`src/flight_pkg.sv`:
```
package flight_pkg;

	// Stick, throttle and switch inputs are all raw 8-bit values.
	typedef logic [7:0] stick_t;

	// Motor offsets are 11-bit two's complement and wrap modulo 2048.
	typedef logic [10:0] motor_offset_t;

	typedef logic [3:0] level_t; // Correction level from 0 to 10.
	typedef logic [3:0] band_t;  // Throttle band from 0 to 8.

	typedef enum logic
	{
		mode_armed,
		mode_safe
	} arm_mode_e;

	typedef enum logic [1:0]
	{
		side_low,
		side_center,
		side_high
	} stick_side_e;

	typedef enum logic [1:0]
	{
		axis_pitch,
		axis_roll,
		axis_yaw
	} axis_e;

	localparam motor_offset_t THROTTLE_GAIN = 11'd10;
	localparam motor_offset_t THROTTLE_BIAS = 11'd100;
	localparam motor_offset_t SAFE_OFFSET = motor_offset_t'(-50); // 11'h7CE.
	localparam motor_offset_t CORRECTION_STEP = 11'd5;

	// Armed while the switch reads below this value.
	localparam stick_t ARM_LIMIT = 8'd25;

	// Attitude corrections only update above this throttle.
	localparam stick_t SPIN_LIMIT = 8'd5;

	localparam int THROTTLE_BANDS = 9;
	localparam int STICK_LEVELS = 10;

	// The band is the index of the first bound that is not below the throttle.
	localparam stick_t THROTTLE_BAND_TOP [THROTTLE_BANDS] = '{
		8'd2, 8'd5, 8'd10, 8'd15, 8'd20, 8'd25, 8'd30, 8'd35, 8'd255
	};

	// Entry i covers the low side at level 10 - i.
	localparam stick_t STICK_LOW_TOP [STICK_LEVELS] = '{
		8'd2, 8'd4, 8'd6, 8'd8, 8'd10, 8'd12, 8'd14, 8'd16, 8'd18, 8'd19
	};

	localparam stick_t STICK_CENTER = 8'd20;

	// Entry i starts the high side at level i + 1.
	localparam stick_t STICK_HIGH_BOTTOM [STICK_LEVELS] = '{
		8'd21, 8'd22, 8'd25, 8'd27, 8'd29, 8'd31, 8'd33, 8'd35, 8'd37, 8'd39
	};

	// LEDs 2, 4, 6 and 8 are lit with LED 1 in bit 0.
	localparam logic [7:0] SAFE_LED_PATTERN = 8'b1010_1010;

endpackage

```
`src/throttle_if.sv`:
```
`timescale 1ns/1ps

interface throttle_if
	import flight_pkg::*;
();

	arm_mode_e mode;
	band_t band;
	bit spin; // Throttle above SPIN_LIMIT.
	stick_t throttle;

	modport decoder
	(
		output mode,
		output band,
		output spin,
		output throttle
	);

	modport consumer
	(
		input mode,
		input band,
		input spin,
		input throttle
	);

endinterface
```
`src/axis_correction.sv`:
```
`timescale 1ns/1ps

module axis_correction
	import flight_pkg::*;
#(
	parameter axis_e AXIS = axis_pitch
)
(
	input logic clk,
	input logic rst,
	throttle_if.consumer tif,
	input stick_side_e side,
	input level_t level,
	output motor_offset_t motor_offset [4]
);

	logic [3:0] pair;
	motor_offset_t correction;

	// Bit i of the pair selects motor i + 1.
	always_comb
	begin
		pair = 4'b0000;
		case (AXIS)
			axis_pitch:
			begin
				if (side == side_low)
					pair = 4'b1010;
				else if (side == side_high)
					pair = 4'b0101;
			end
			axis_roll:
			begin
				if (side == side_low)
					pair = 4'b1001;
				else if (side == side_high)
					pair = 4'b0110;
			end
			axis_yaw:
			begin
				if (side == side_low)
					pair = 4'b0011;
				else if (side == side_high)
					pair = 4'b1100;
			end
			default:
			begin
				pair = 4'b0000;
			end
		endcase
	end

	assign correction = '0 - (motor_offset_t'(level) * CORRECTION_STEP);

	// Below spin the registers keep their last correction.
	always_ff @(posedge clk)
	begin
		for (int i = 0; i < 4; i++)
		begin
			if (rst)
			begin
				motor_offset[i] <= '0;
			end
			else if (tif.spin)
			begin
				motor_offset[i] <= pair[i] ? correction : '0;
			end
		end
	end

	a_center_zero: assert property (@(posedge clk) disable iff (rst)
		tif.spin && side == side_center |=>
			motor_offset[0] == '0 && motor_offset[1] == '0 &&
			motor_offset[2] == '0 && motor_offset[3] == '0);

endmodule

```
`src/flight_offset_core.sv`:
```
`timescale 1ns/1ps

module flight_offset_core
	import flight_pkg::*;
(
	input logic clk,
	input logic rst,
	input stick_t switch_state,
	input stick_t throttle,
	input stick_t pitch_stick,
	input stick_t roll_stick,
	input stick_t yaw_stick,
	output motor_offset_t throttle_offset [4],
	output motor_offset_t pitch_offset [4],
	output motor_offset_t roll_offset [4],
	output motor_offset_t yaw_offset [4],
	output logic [7:0] led
);

	stick_side_e pitch_side;
	stick_side_e roll_side;
	stick_side_e yaw_side;
	level_t pitch_level;
	level_t roll_level;
	level_t yaw_level;

	throttle_if tif ();

	// Decode stage.
	throttle_band_decoder i_throttle_band_decoder
	(
		.switch_state(switch_state),
		.throttle(throttle),
		.tif(tif)
	);

	stick_quantizer i_pitch_quantizer
	(
		.stick(pitch_stick),
		.side(pitch_side),
		.level(pitch_level)
	);

	stick_quantizer i_roll_quantizer
	(
		.stick(roll_stick),
		.side(roll_side),
		.level(roll_level)
	);

	stick_quantizer i_yaw_quantizer
	(
		.stick(yaw_stick),
		.side(yaw_side),
		.level(yaw_level)
	);

	// Execute stage with one register per source.
	throttle_command i_throttle_command
	(
		.clk(clk),
		.rst(rst),
		.tif(tif),
		.motor_offset(throttle_offset)
	);

	axis_correction #(.AXIS(axis_pitch)) i_pitch_correction
	(
		.clk(clk),
		.rst(rst),
		.tif(tif),
		.side(pitch_side),
		.level(pitch_level),
		.motor_offset(pitch_offset)
	);

	axis_correction #(.AXIS(axis_roll)) i_roll_correction
	(
		.clk(clk),
		.rst(rst),
		.tif(tif),
		.side(roll_side),
		.level(roll_level),
		.motor_offset(roll_offset)
	);

	axis_correction #(.AXIS(axis_yaw)) i_yaw_correction
	(
		.clk(clk),
		.rst(rst),
		.tif(tif),
		.side(yaw_side),
		.level(yaw_level),
		.motor_offset(yaw_offset)
	);

	status_leds i_status_leds
	(
		.clk(clk),
		.rst(rst),
		.tif(tif),
		.led(led)
	);

endmodule

```
`src/status_leds.sv`:
```
`timescale 1ns/1ps

module status_leds
	import flight_pkg::*;
(
	input logic clk,
	input logic rst,
	throttle_if.consumer tif,
	output logic [7:0] led
);

	logic [7:0] bar;

	// Band 0 lights all eight LEDs, band 8 none.
	assign bar = 8'hff >> tif.band;

	always_ff @(posedge clk)
	begin
		if (rst)
		begin
			led <= '0;
		end
		else if (tif.mode == mode_armed)
		begin
			led <= bar;
		end
		else
		begin
			led <= SAFE_LED_PATTERN;
		end
	end

	a_bar_limit: assert property (@(posedge clk) disable iff (rst)
		tif.mode == mode_armed |=> $countones(led) <= 8 - int'($past(tif.band)));

endmodule

```
`src/stick_quantizer.sv`:
```
`timescale 1ns/1ps

module stick_quantizer
	import flight_pkg::*;
(
	input stick_t stick,
	output stick_side_e side,
	output level_t level
);

	always_comb
	begin
		side = side_center;
		level = '0;
		if (stick < STICK_CENTER)
		begin
			side = side_low;
			// The smallest matching bound gives the strongest correction.
			for (int i = STICK_LEVELS - 1; i >= 0; i--)
			begin
				if (stick <= STICK_LOW_TOP[i])
				begin
					level = level_t'(STICK_LEVELS - i);
				end
			end
		end
		else if (stick > STICK_CENTER)
		begin
			side = side_high;
			for (int i = 0; i < STICK_LEVELS; i++)
			begin
				if (stick >= STICK_HIGH_BOTTOM[i])
				begin
					level = level_t'(i + 1); // Highest bound reached.
				end
			end
		end
	end

endmodule

```
`src/throttle_band_decoder.sv`:
```
`timescale 1ns/1ps

module throttle_band_decoder
	import flight_pkg::*;
(
	input stick_t switch_state,
	input stick_t throttle,
	throttle_if.decoder tif
);

	band_t band;

	// Walk the table from the top so that the lowest matching bound wins.
	always_comb
	begin
		band = band_t'(THROTTLE_BANDS - 1);
		for (int i = THROTTLE_BANDS - 1; i >= 0; i--)
		begin
			if (throttle <= THROTTLE_BAND_TOP[i])
			begin
				band = band_t'(i);
			end
		end
	end

	assign tif.band = band;
	assign tif.mode = (switch_state < ARM_LIMIT) ? mode_armed : mode_safe;
	assign tif.spin = (throttle > SPIN_LIMIT);
	assign tif.throttle = throttle;

endmodule

```
`src/throttle_command.sv`:
```
`timescale 1ns/1ps

module throttle_command
	import flight_pkg::*;
(
	input logic clk,
	input logic rst,
	throttle_if.consumer tif,
	output motor_offset_t motor_offset [4]
);

	motor_offset_t armed_offset;

	// The lowest band gets the plain gain, every other band the bias as well.
	always_comb
	begin
		armed_offset = motor_offset_t'(tif.throttle) * THROTTLE_GAIN;
		if (tif.band != '0)
		begin
			armed_offset = armed_offset + THROTTLE_BIAS;
		end
	end

	always_ff @(posedge clk)
	begin
		for (int i = 0; i < 4; i++)
		begin
			if (rst)
			begin
				motor_offset[i] <= '0;
			end
			else
			begin
				motor_offset[i] <= (tif.mode == mode_armed) ? armed_offset : SAFE_OFFSET;
			end
		end
	end

	a_safe_offset: assert property (@(posedge clk) disable iff (rst)
		tif.mode == mode_safe |=>
			motor_offset[0] == SAFE_OFFSET && motor_offset[1] == SAFE_OFFSET &&
			motor_offset[2] == SAFE_OFFSET && motor_offset[3] == SAFE_OFFSET);

endmodule

```
`config.mk`:
```
export PLATFORM = sky130hd
export DESIGN_NAME = flight_offset_core
export DESIGN_NICKNAME = d
export VERILOG_FILES = /design/src/flight_pkg.sv /design/src/throttle_if.sv /design/src/axis_correction.sv /design/src/flight_offset_core.sv /design/src/status_leds.sv /design/src/stick_quantizer.sv /design/src/throttle_band_decoder.sv /design/src/throttle_command.sv
export SDC_FILE = /design/constraint.sdc
export NUM_CORES = 1
export LEC_CHECK = 0
export ABC_AREA = 1
export BUFFER_PORTS_ARGS = -buffer_cell sky130_fd_sc_hd__buf_4
export CAP_MARGIN = 20
export CORE_MARGIN = 4
export CORE_UTILIZATION = 51
export CTS_CLUSTER_SIZE = 14
export DETAILED_ROUTE_END_ITERATION = 10
export HOLD_SLACK_MARGIN = 0.1
export PLACE_DENSITY = 0.92
export RECOVER_POWER = 100
export SETUP_SLACK_MARGIN = 0.05
export SLEW_MARGIN = 40
export SYNTH_ARGS = -nofsm -noshare
export SYNTH_HDL_FRONTEND = slang
export SYNTH_HIERARCHICAL = 1
export SYNTH_SLANG_ARGS = --single-unit
```
`constraint.sdc`:
```
create_clock -name clk -period 3 [get_ports clk]
set_input_delay 0.3 -clock clk [delete_from_list [all_inputs] [get_ports clk]]
set_output_delay 0.3 -clock clk [all_outputs]
set_load 0.01 [all_outputs]
```
# Yosys cells after proc, flatten, opt, wreduce, memory -nomap -nowiden
# Cells that the tools add are included.
dict set report totals {
  register_bits 151
  latchBits 0
  ram_bits 0
  mem_bits_ro 0
  input_bits 42
  out_inout_bits 184
  elab_cells 214
  mem_count 0
}
dict set report op_classes {
  n_addsub 4
  n_mul 4
  div 0
  n_lt_le_gt_ge 76
  eq_ne 3
  shifts 1
  n_mux 101
  bitwise_logic 2
  reduce_logical 6
}
# op count
set ops {}
lappend ops {{$mux W11} 14}
lappend ops {{$ge A8 B5 Y1 const B} 18}
lappend ops {{$mux W4} 36}
lappend ops {{$le A8 B4 Y1 const B} 14}
lappend ops {{$ge A8 B6 Y1 const B} 12}
lappend ops {{$le A8 B5 Y1 const B} 12}
lappend ops {{$mux W3} 26}
lappend ops {{$le A8 B3 Y1 const B} 7}
lappend ops {{$mux W2} 18}
lappend ops {{$le A8 B2 Y1 const B} 4}
lappend ops {{$lt A8 B5 Y1 const B} 4}
lappend ops {{$gt A8 B5 Y1 const B} 3}
lappend ops {{$sub A1 B7 Y8 const A} 3}
lappend ops {{$mul A4 B3 Y7 const B} 3}
lappend ops {{$add A11 B7 Y11 const B} 1}
lappend ops {{$mul A8 B3 Y10 const B} 1}
lappend ops {{$gt A8 B3 Y1 const B} 1}
lappend ops {{$le A8 B6 Y1 const B} 1}
lappend ops {{$mux W8} 1}
lappend ops {{$shr A8 B4 Y8 const A} 1}
lappend ops {{$eq A2 B2 Y1 const B} 3}
lappend ops {{$logic_not A2 Y1} 3}
lappend ops {{$mux W1} 6}
lappend ops {{$reduce_bool A4 Y1} 1}
lappend ops {{3 further kinds} 4}

# Logic depth before layout (Yosys ltp)
# Gate-level depths: netlist of the first run.
dict set report logic_depth {
  depth_word 16
  ltp_mapped 25
  ltp_nobuf 25
}

# By module
# The synthesis of the first run kept the hierarchy.
# mod n_inst cells_each area_per_inst_um2 seq_area_each_um2
set by_module_without_submodules {}
lappend by_module_without_submodules {{axis_correction (i_roll_correction ...)} 2 145 1084.8 320.3}
lappend by_module_without_submodules {stick_quantizer 3 97 441.7 0.0}
lappend by_module_without_submodules {throttle_command 1 167 1139.8 200.2}
lappend by_module_without_submodules {{axis_correction (i_pitch_correction)} 1 144 1083.5 320.3}
lappend by_module_without_submodules {throttle_band_decoder 1 56 284.0 0.0}
lappend by_module_without_submodules {status_leds 1 33 271.5 160.2}

# Least setup slack after synthesis of the first run
# Ideal clock, no wire load.
dict set report synth_path {
  kind {in2reg}
  startpoint {input roll_stick[7]}
  endpoint {register i_roll_correction/motor_offset[27] in the netlist's numbering}
  setup_ps 66
  arrival_time_ps 2449
  required_ps 2934
  setup_slack_ps 485
  cell_stages 17
  path_buffers 0
  cell_sequence {inv_2 > nand2_2 > nor2_2 > inv_1 > a21oi_1 > o21ai_0 > a21oi_1 > nand2_1 > ha_1 > inv_1 > ha_1 > ha_1 > nand3b_1 > nand2_1 > nand2_1 > nand3_1 > a21oi_2}
}
dict set report synth_between {
  elab_cells_between_ends 53
  classes_between {add/sub (1); mul (1); order compare (22); eq/ne (1); mux (27); reduce/logical (1)}
}
# item line_no
set synth_lines {}
lappend synth_lines {{start: declaration} flight_offset_core.sv:11} ;# input stick_t roll_stick,
lappend synth_lines {{$ge A8 B5 Y1} stick_quantizer.sv:32} ;# if (stick >= STICK_HIGH_BOTTOM[i])
lappend synth_lines {{$mux W2 (2 in series)} stick_quantizer.sv:32}
lappend synth_lines {{$mux W3 (4 in series)} stick_quantizer.sv:32}
lappend synth_lines {{$mux W4 (3 in series)} stick_quantizer.sv:32}
lappend synth_lines {{$mux W4} stick_quantizer.sv:27} ;# else if (stick > STICK_CENTER)
lappend synth_lines {{$mux W4 (*)} stick_quantizer.sv:15} ;# if (stick < STICK_CENTER)
lappend synth_lines {{via roll_level[1]} flight_offset_core.sv:24} ;# level_t roll_level;
lappend synth_lines {{$mul A4 B3 Y7 (*)} axis_correction.sv:53} ;# assign correction = '0 - (motor_offset_t'(level) * CORRECTION_STEP);
lappend synth_lines {{$sub A1 B7 Y8 (*)} axis_correction.sv:53}
lappend synth_lines {{$mux W11 (*)} axis_correction.sv:66} ;# motor_offset[i] <= pair[i] ? correction : '0;
lappend synth_lines {{end signal: indexed assignment} axis_correction.sv:66}
lappend synth_lines {{end: declaration} axis_correction.sv:14} ;# output motor_offset_t motor_offset [4]
# Mark *: on every way through the listed nets, which the timed path passes. The rest lies on a longest branch.
# A chain may end at the register's enable or synchronous reset.

# Worst setup path after layout of the first run
dict set report layout_path {
  startpoint {input pitch_stick[7]}
  endpoint {register i_pitch_correction/motor_offset[39] in the netlist's numbering}
}
dict set report layout_between {
  elab_cells_between_ends 53
  classes_between {add/sub (1); mul (1); order compare (22); eq/ne (1); mux (27); reduce/logical (1)}
}
# item line_no
set layout_lines {}
lappend layout_lines {{start: declaration} flight_offset_core.sv:10} ;# input stick_t pitch_stick,
lappend layout_lines {{$ge A8 B5 Y1} stick_quantizer.sv:32}
lappend layout_lines {{$mux W2 (2 in series)} stick_quantizer.sv:32}
lappend layout_lines {{$mux W3 (4 in series)} stick_quantizer.sv:32}
lappend layout_lines {{$mux W4 (3 in series)} stick_quantizer.sv:32}
lappend layout_lines {{$mux W4} stick_quantizer.sv:27}
lappend layout_lines {{$mux W4 (*)} stick_quantizer.sv:15}
lappend layout_lines {{via pitch_level[1]} flight_offset_core.sv:23} ;# level_t pitch_level;
lappend layout_lines {{$mul A4 B3 Y7 (*)} axis_correction.sv:53}
lappend layout_lines {{$sub A1 B7 Y8 (*)} axis_correction.sv:53}
lappend layout_lines {{$mux W11 (*)} axis_correction.sv:66}
lappend layout_lines {{end signal: indexed assignment} axis_correction.sv:66}
lappend layout_lines {{end: declaration} axis_correction.sv:14}
# Marks and branches as above.

==> impl_results.md, run 1 <==
* Leakage power at between 3 and 4 nW
* Total track usage at 0.214
* Relative slew slack at 0.574
* Worst Hold Class: primary input to flop
* Final Hold Viols at 0
* Multi-input logic area at between 0.003 and 0.004 mm^2
* Maximum buffer depth of the clock tree at 2
* Max_cap viols at 0
* Std cell rows at 40
* Syn Inst Count at 981
* I/O pin count at 226
* Layout cell share with drive strength beyond 1 at 0.112
* Worst setup path class: primary input to flop
* WL/cell at 12.8 um
* Vias per inst at 5.11
* Fin crit share at 0.904
* Total grt overflow at 0
* Pwr Density at ~460 mW/mm^2
* Global-route wire length before repair at approximately 26000 um
* Top_reg_cell synth: dfxtp_1
* Final GP Congestion at between 0.9 and 1
* Commonest cells after routing, fill and taps aside: nand2_1 (254), clkbuf_1 (182), inv_1 (117)
* Post-Route WL at 15800 um
* ANT cells at 0
* Critical Path AT at 2.90 ns
* Mapped Area at around 0.0063 mm^2
* Fin cells at roughly 1200
* Post-synth ARST share at 0
* Outcome: finished clean
* Highest clock rate at approximately 370 MHz
* FF/Latch Area at ~0.0013 mm^2
* Post-CTS Hold Buffers at 0
* Critical-path top delay cell: ha_1
* Slew Limit Fails at 0
* Placed Cells at 1220
* Post-Route Setup TNS at 0 ns
* Final layout net count at between 1000 and 1500
* Distinct cell type count after synthesis at 40
* Warnings from Yosys at 6
* EDFF count, synth at 0
* Core area at ~0.012 mm^2
* RSZ-0062 raised after global routing: false
* Post-CTS Resized at 0
* Clock-pin slew on the worst setup and hold paths at 0.06 ns
* Top cells by area, synth: dfxtp_1 (21%), buf_4 (15%), nand2_1 (15%)
* Worst clock skew at 0 ns
* Cell taking the most area after synthesis: dfxtp_1
* Initial core utilization at 0.522
* Core Util, Final at 0.561
* Fin worst setup slack at roughly 0.29 ns
* Most common cell after layout, fill and taps aside: nand2_1
* Critical path capture point type: flop
* Vias in the first global route at 5744
* Tot Pwr at just over 3 mW
* CP Buf/Inv Count at 5
* Sequence of cells on the critical path: clkbuf_4 -> inv_1 -> nand2_1 -> nor2_2 -> nand2_1 -> a2111oi_1 -> buf_4 -> a21oi_1 -> nand2_1 -> ha_1 -> inv_1 -> ha_1 -> ha_1 -> inv_1 -> nor2_1 -> nand2_1 -> nand2_1 -> nand2_1 -> nand3_1 -> a21oi_1
* Clock sink total at 66
* Worst slack at placement at 0.0500 ns
* Drt first-iter violations at approximately 500
* TritonCTS clock tree: done
* Least-Margin Pin Slew at just over 0.6 ns
* CP top delay family: simple AND/OR/NAND/NOR gates
* Area grow syn2layout at 7.50%
* Die area at around 0.014 mm^2
* I/O Buffers at 221
* Routed Antenna Nets at 0
* Initial antenna violation count at 0
* Worst EP required at approximately 3.2 ns
* Tmin final at approximately 2.7 ns
* Worst skew pair latency at between 0.3 and 0.4 ns
* Die Ht at 119 um
* Finish-stage setup viols at 0
* Die width at approximately 120 um
* Yosys reg bits at 66
* Vias at 6311
* VDD IR max at about 0.27 mV
* Most frequent cell on the critical path: nand2_1
* CTS H-tree depth at 3
* Pin count of the biggest net entering global routing at 57
* Root buf cell: clkbuf_16
* First-pass DRT Iterations at 5
* Syn_area_per_cell at between 6 and 7 um^2
* Register area share after synthesis at 0.211
* Worst-path fanout max at 4
* Post-CTS setup buffer count at 0
* Fill count at 1296
* Crit start category: primary input
* Num CTS Buffers at 9
* DRC Markers at 0
* Area share of the largest cell type after synthesis at 0.211
* Detailed placer's ending HPWL at ~13000 um
* Crit path largest cell delay at 0.36 ns
registers in the layout, summed over array words and instances (netlist names):
register and cells:
i_roll_correction/motor_offset 16, i_yaw_correction/motor_offset 16, i_pitch_correction/motor_offset 16, i_throttle_command/motor_offset 10
i_status_leds/led 8
power by group:
part           leakage, nW  switching, mW  internal [mW]  total [mW]
sequential           0.544         0.0697          0.950        1.02
combinational         2.52          0.628          0.356       0.984
clock                0.142          0.419          0.649        1.07
cell type report:
type | instances | area share
clock inverter | 7 | 0.0113
clock buffer | 9 | 0.0334
timing repair buffer | 224 | 0.148
multi-input combinational | 645 | 0.506
inverter | 138 | 0.0779
tap | 147 | 0.0273
sequential | 66 | 0.196
worst paths after layout:
check,start,to,slack (ns),cells after the start
min,throttle[0],i_throttle_command/motor_offset[23],0.24,3
min reg2reg,i_roll_correction/motor_offset[26],i_roll_correction/motor_offset[26],0.48,2
max reg2reg,i_yaw_correction/motor_offset[20],i_yaw_correction/motor_offset[20],2.14,2
max,pitch_stick[7],i_pitch_correction/motor_offset[39],0.29,20
worst register-to-register path: cells and delay by family, from the launching register on:
family	cells	cell delay [ns]
DFF	1	0.55
AOI/OAI and AO/OA	1	0.14
and+or+nand+nor	1	0.10
metal layers:
metal | GRT usage | wire length [um] | vias up
met3 | 0.0451 | 1260 | 22
met4 | 0.0739 | 285 | 0
li1 | - | - | 3201
met5 | 0 | 0 | -
met1 | 0.256 | 6550 | 2819
met2 | 0.381 | 7690 | 269
stage by stage:
step	cell area [um^2]	hold WS, ns
global route	6740	0.257
detailed placement	7160	0.472
finish	6740	0.242
CTS	7460	0.231
floorplan	6280	0.369
global placement	7160	0.473
Yosys cell counts, types with 2 or more instances:
cell type,number
inv_4,3
clkbuf_1,6
o31ai_1,3
nor2_4,11
dfxtp_1,66
nor2_1,64
nand2_1,252
nor2_2,11
nand3b_1,4
o21ai_0,26
o21ai_2,3
buf_4,129
inv_2,17
a21oi_2,5
a21oi_1,86
o21ai_1,3
ha_1,46
nor3_1,7
a2111oi_1,3
nand2_2,15
or2_1,2
nand4_1,7
xor2_1,3
nor4_1,3
nand3_2,3
inv_1,117
xnor2_1,5
nand3_1,67
o211ai_1,3
logic make-up after synthesis:
group / Yosys count / share of synthesized area
adders and majority gates: 47 / 0.0949
DFF: 66 / 0.211
buffers and inverters: 273 / 0.242
xor gates and xnor gates: 8 / 0.0112
and+or+nand+nor: 452 / 0.323
AOI/OAI and AO/OA: 134 / 0.117
other: 1 / 0.000598
No activity file was read; power rests on OpenSTA's default activity.
==> inputs of run 2 (changes only) <==
--- a/config.mk
+++ b/config.mk
@@ -8,12 +8,14 @@
 export ABC_AREA = 1
 export BUFFER_PORTS_ARGS = -buffer_cell sky130_fd_sc_hd__buf_4
 export CAP_MARGIN = 20
+export CELL_PAD_IN_SITES_DETAIL_PLACEMENT = 1
+export CELL_PAD_IN_SITES_GLOBAL_PLACEMENT = 1
 export CORE_MARGIN = 4
-export CORE_UTILIZATION = 51
+export CORE_UTILIZATION = 35
 export CTS_CLUSTER_SIZE = 14
 export DETAILED_ROUTE_END_ITERATION = 10
 export HOLD_SLACK_MARGIN = 0.1
-export PLACE_DENSITY = 0.92
+export PLACE_DENSITY = 0.93
 export RECOVER_POWER = 100
 export SETUP_SLACK_MARGIN = 0.05
 export SLEW_MARGIN = 40
==> run 2 against run 1 <==
Clock skew is the same. Cell count up 6.6%. Worst setup slack gained 0.0059 ns. Sequential power is essentially flat. Sequential share of layout area fell by 0.32 points. Routed wire length rose by 25%. Utilization decreased by 17 points. Fmax is 0.22% higher. Critical path depth fell by 1. Critical endpoint is now i_roll_correction/motor_offset[37]. Via count increased by 1.9%. Flip-flop and latch count stayed put.
==> impl_results.md, run 2 (synthesis results as in run 1) <==
* ANT cells at 0 (unchanged)
* Critical path capture point type: flop (unchanged)
* Tmin final at 2.70 ns (was 2.71 ns)
* Fin crit share at 0.902 (was 0.904)
* WL/cell at 14.9 um (was 12.8 um)
* DRC Markers at 0 (unchanged)
* Tot Pwr at 3.04 mW (was 3.07 mW)
* Clock-pin slew on the worst setup and hold paths at 0.06 ns (about the same)
* Worst EP required at 3.26 ns (was 3.19 ns)
* CTS H-tree depth at 3 (unchanged)
* Vias per inst at 4.88 (was 5.11)
* Drt first-iter violations at 178 (was 511)
* Worst skew pair latency at 0.34 ns (was 0.32 ns)
* Max_cap viols at 0 (unchanged)
* Detailed placer's ending HPWL at 16100 um (was 12600 um)
* Pin count of the biggest net entering global routing at 57 (unchanged)
* Routed Antenna Nets at 0 (unchanged)
* CP Buf/Inv Count at 4 (was 5)
* Relative slew slack at 0.349 (was 0.574)
* Crit start category: primary input (unchanged)
* Die width at 142 um (was 119 um)
* Pwr Density at 444 mW/mm^2 (was 455 mW/mm^2)
* Most common cell after layout, fill and taps aside: nand2_1 (unchanged)
* Crit path largest cell delay at 0.47 ns (was 0.36 ns)
* Num CTS Buffers at 9 (unchanged)
* Leakage power at 3.22 nW (was 3.21 nW)
* I/O Buffers at 221 (unchanged)
* Initial core utilization at 0.360 (was 0.522)
* Total grt overflow at 0 (unchanged)
* Placed Cells at 1304 (was 1220)
* Reg-to-Reg Start: i_yaw_correction/motor_offset[42] (was i_yaw_correction/motor_offset[20])
* Regs by FF count: i_pitch_correction/motor_offset x16, i_roll_correction/motor_offset x16, i_yaw_correction/motor_offset x16 (unchanged)
* Clock sink total at 66 (unchanged)
* Root buf cell: clkbuf_16 (unchanged)
* Final Hold Viols at 0 (unchanged)
* VDD IR max at 0.262 mV (was 0.269 mV)
* Worst-path fanout max at 4 (unchanged)
* RSZ-0062 raised after global routing: true (was false)
* Vias in the first global route at 6626 (was 5744)
* Critical Path AT at 2.96 ns (was 2.90 ns)
* Slew Limit Fails at 0 (unchanged)
* Die area at 0.0201 mm^2 (was 0.0141 mm^2)
* Most frequent cell on the critical path: nand2_1 (unchanged)
* Area grow syn2layout at 9.29% (was 7.50%)
* Critical-path top delay cell: a2111oi_1 (was ha_1)
* Fin worst setup slack at 0.295 ns (was 0.289 ns)
* Post-Route Setup TNS at 0 ns (unchanged)
* Outcome: finished clean (unchanged)
* Worst setup path class: primary input to flop (unchanged)
* I/O pin count at 226 (unchanged)
* Core area at 0.0174 mm^2 (was 0.0120 mm^2)
* Hold Path Origin: throttle[0] (unchanged)
* Post-CTS setup buffer count at 0 (unchanged)
* Std cell rows at 48 (was 40)
* TritonCTS clock tree: done (unchanged)
* Fin cells at 1318 (was 1236)
* Die Ht at 142 um (was 119 um)
* Final GP Congestion at 0.964 (was 0.956)
* Post-Route WL at 19700 um (was 15800 um)
* Worst slack at placement at -0.0479 ns (was 0.0500 ns)
* Commonest cells after routing, fill and taps aside: nand2_1 (254), clkbuf_1 (183), inv_1 (117) (was nand2_1 (254), clkbuf_1 (182), inv_1 (117))
* Maximum buffer depth of the clock tree at 2 (unchanged)
* Least-Margin Pin Slew at 0.976 ns (was 0.622 ns)
* Worst clock skew at 0 ns (unchanged)
* Highest clock rate at 370 MHz (was 369 MHz)
* Global-route wire length before repair at 32100 um (was 25600 um)
* Worst setup path startpoint: roll_stick[6] (was pitch_stick[7])
* Final layout net count at 1179 (was 1173)
* Worst Hold Class: primary input to flop (unchanged)
* CP top delay family: simple AND/OR/NAND/NOR gates (unchanged)
* Layout cell share with drive strength beyond 1 at 0.113 (was 0.112)
* Total track usage at 0.194 (was 0.214)
* Vias at 6433 (was 6311)
* Initial antenna violation count at 0 (unchanged)
* First-pass DRT Iterations at 4 (was 5)
* Fill count at 2498 (was 1296)
* Sequence of cells on the critical path: buf_4 -> inv_2 -> nand2_2 -> nor2_2 -> nand2_1 -> a2111oi_1 -> nor2_1 -> nand2_1 -> nand2_1 -> ha_1 -> inv_1 -> ha_1 -> inv_1 -> ha_1 -> nand2_1 -> nand2_1 -> xor2_1 -> nand2_1 -> a21oi_1 (was clkbuf_4 -> inv_1 -> nand2_1 -> nor2_2 -> nand2_1 -> a2111oi_1 -> buf_4 -> a21oi_1 -> nand2_1 -> ha_1 -> inv_1 -> ha_1 -> ha_1 -> inv_1 -> nor2_1 -> nand2_1 -> nand2_1 -> nand2_1 -> nand3_1 -> a21oi_1)
* Core Util, Final at 0.394 (was 0.561)
* Finish-stage setup viols at 0 (unchanged)
==> run 2: cell count changes in the layout (fill, tap and decap cells not counted), moves of 2 or more <==
cell,before,now
clkbuf_4,4,2
nor2_1,66,68
buf_4,38,45
inv_6,2,0
clkbuf_8,0,3
==> run 2: power breakdown <==
part	internal [mW]	total, mW	switching, mW
Clock	0.616	0.999	0.383
Sequential	0.951	1.02	0.0713
Combinational	0.362	1.02	0.661
==> run 2: final timing paths <==
kind	end	slack, ns	depth (start not counted)
worst max-delay path	i_roll_correction/motor_offset[37]	0.30	19
worst min-delay path	i_throttle_command/motor_offset[23]	0.28	3
worst max register to register	i_yaw_correction/motor_offset[42]	2.17	2
worst min register to register	i_pitch_correction/motor_offset[26]	0.48	2
==> run 2: tightest hold or removal path, cell delays in order <==
cell,delay [ns]
buf_4,0.13
nor2_1,0.05
nor2_1,0.09
==> run 2: what timing repair did <==
action / in CTS / in global routing
setup endpoints to repair: 0 / 5
hold buffers: 0 / 0
gates resized for setup: 0 / 2
==> run 2: layout make-up <==
| type | instances | area, um^2 | area share |
|---|---|---|---|
| timing repair buffer | 230 | 1040 | 0.152 |
| multi-input combinational | 645 | 3410 | 0.497 |
| clock buffer | 12 | 267 | 0.0389 |
| clock inverter | 2 | 12.5 | 0.00182 |
| inverter | 138 | 526 | 0.0766 |
| tap | 225 | 282 | 0.0411 |
| sequential | 66 | 1320 | 0.193 |
==> run 2: per-layer routing <==
| layer | wire length (um) | vias to the layer above | part of all wire | track usage |
|---|---|---|---|---|
| met2 | 9830 | 209 | 0.50 | 0.354 |
| li1 | - | 3203 | - | - |
| met4 | 174 | 0 | 0.0088 | 0.0379 |
| met1 | 8350 | 3004 | 0.42 | 0.229 |
| met3 | 1320 | 17 | 0.067 | 0.0495 |
| met5 | 0 | - | 0 | 0 |
==> run 2: per-stage QoR <==
step,hold slack (ns),cell area [um^2]
floorplan,0.369,6280
global placement,0.471,7300
detailed placement,0.482,7300
CTS,0.271,7580
global route,0.293,6860
finish,0.275,6860
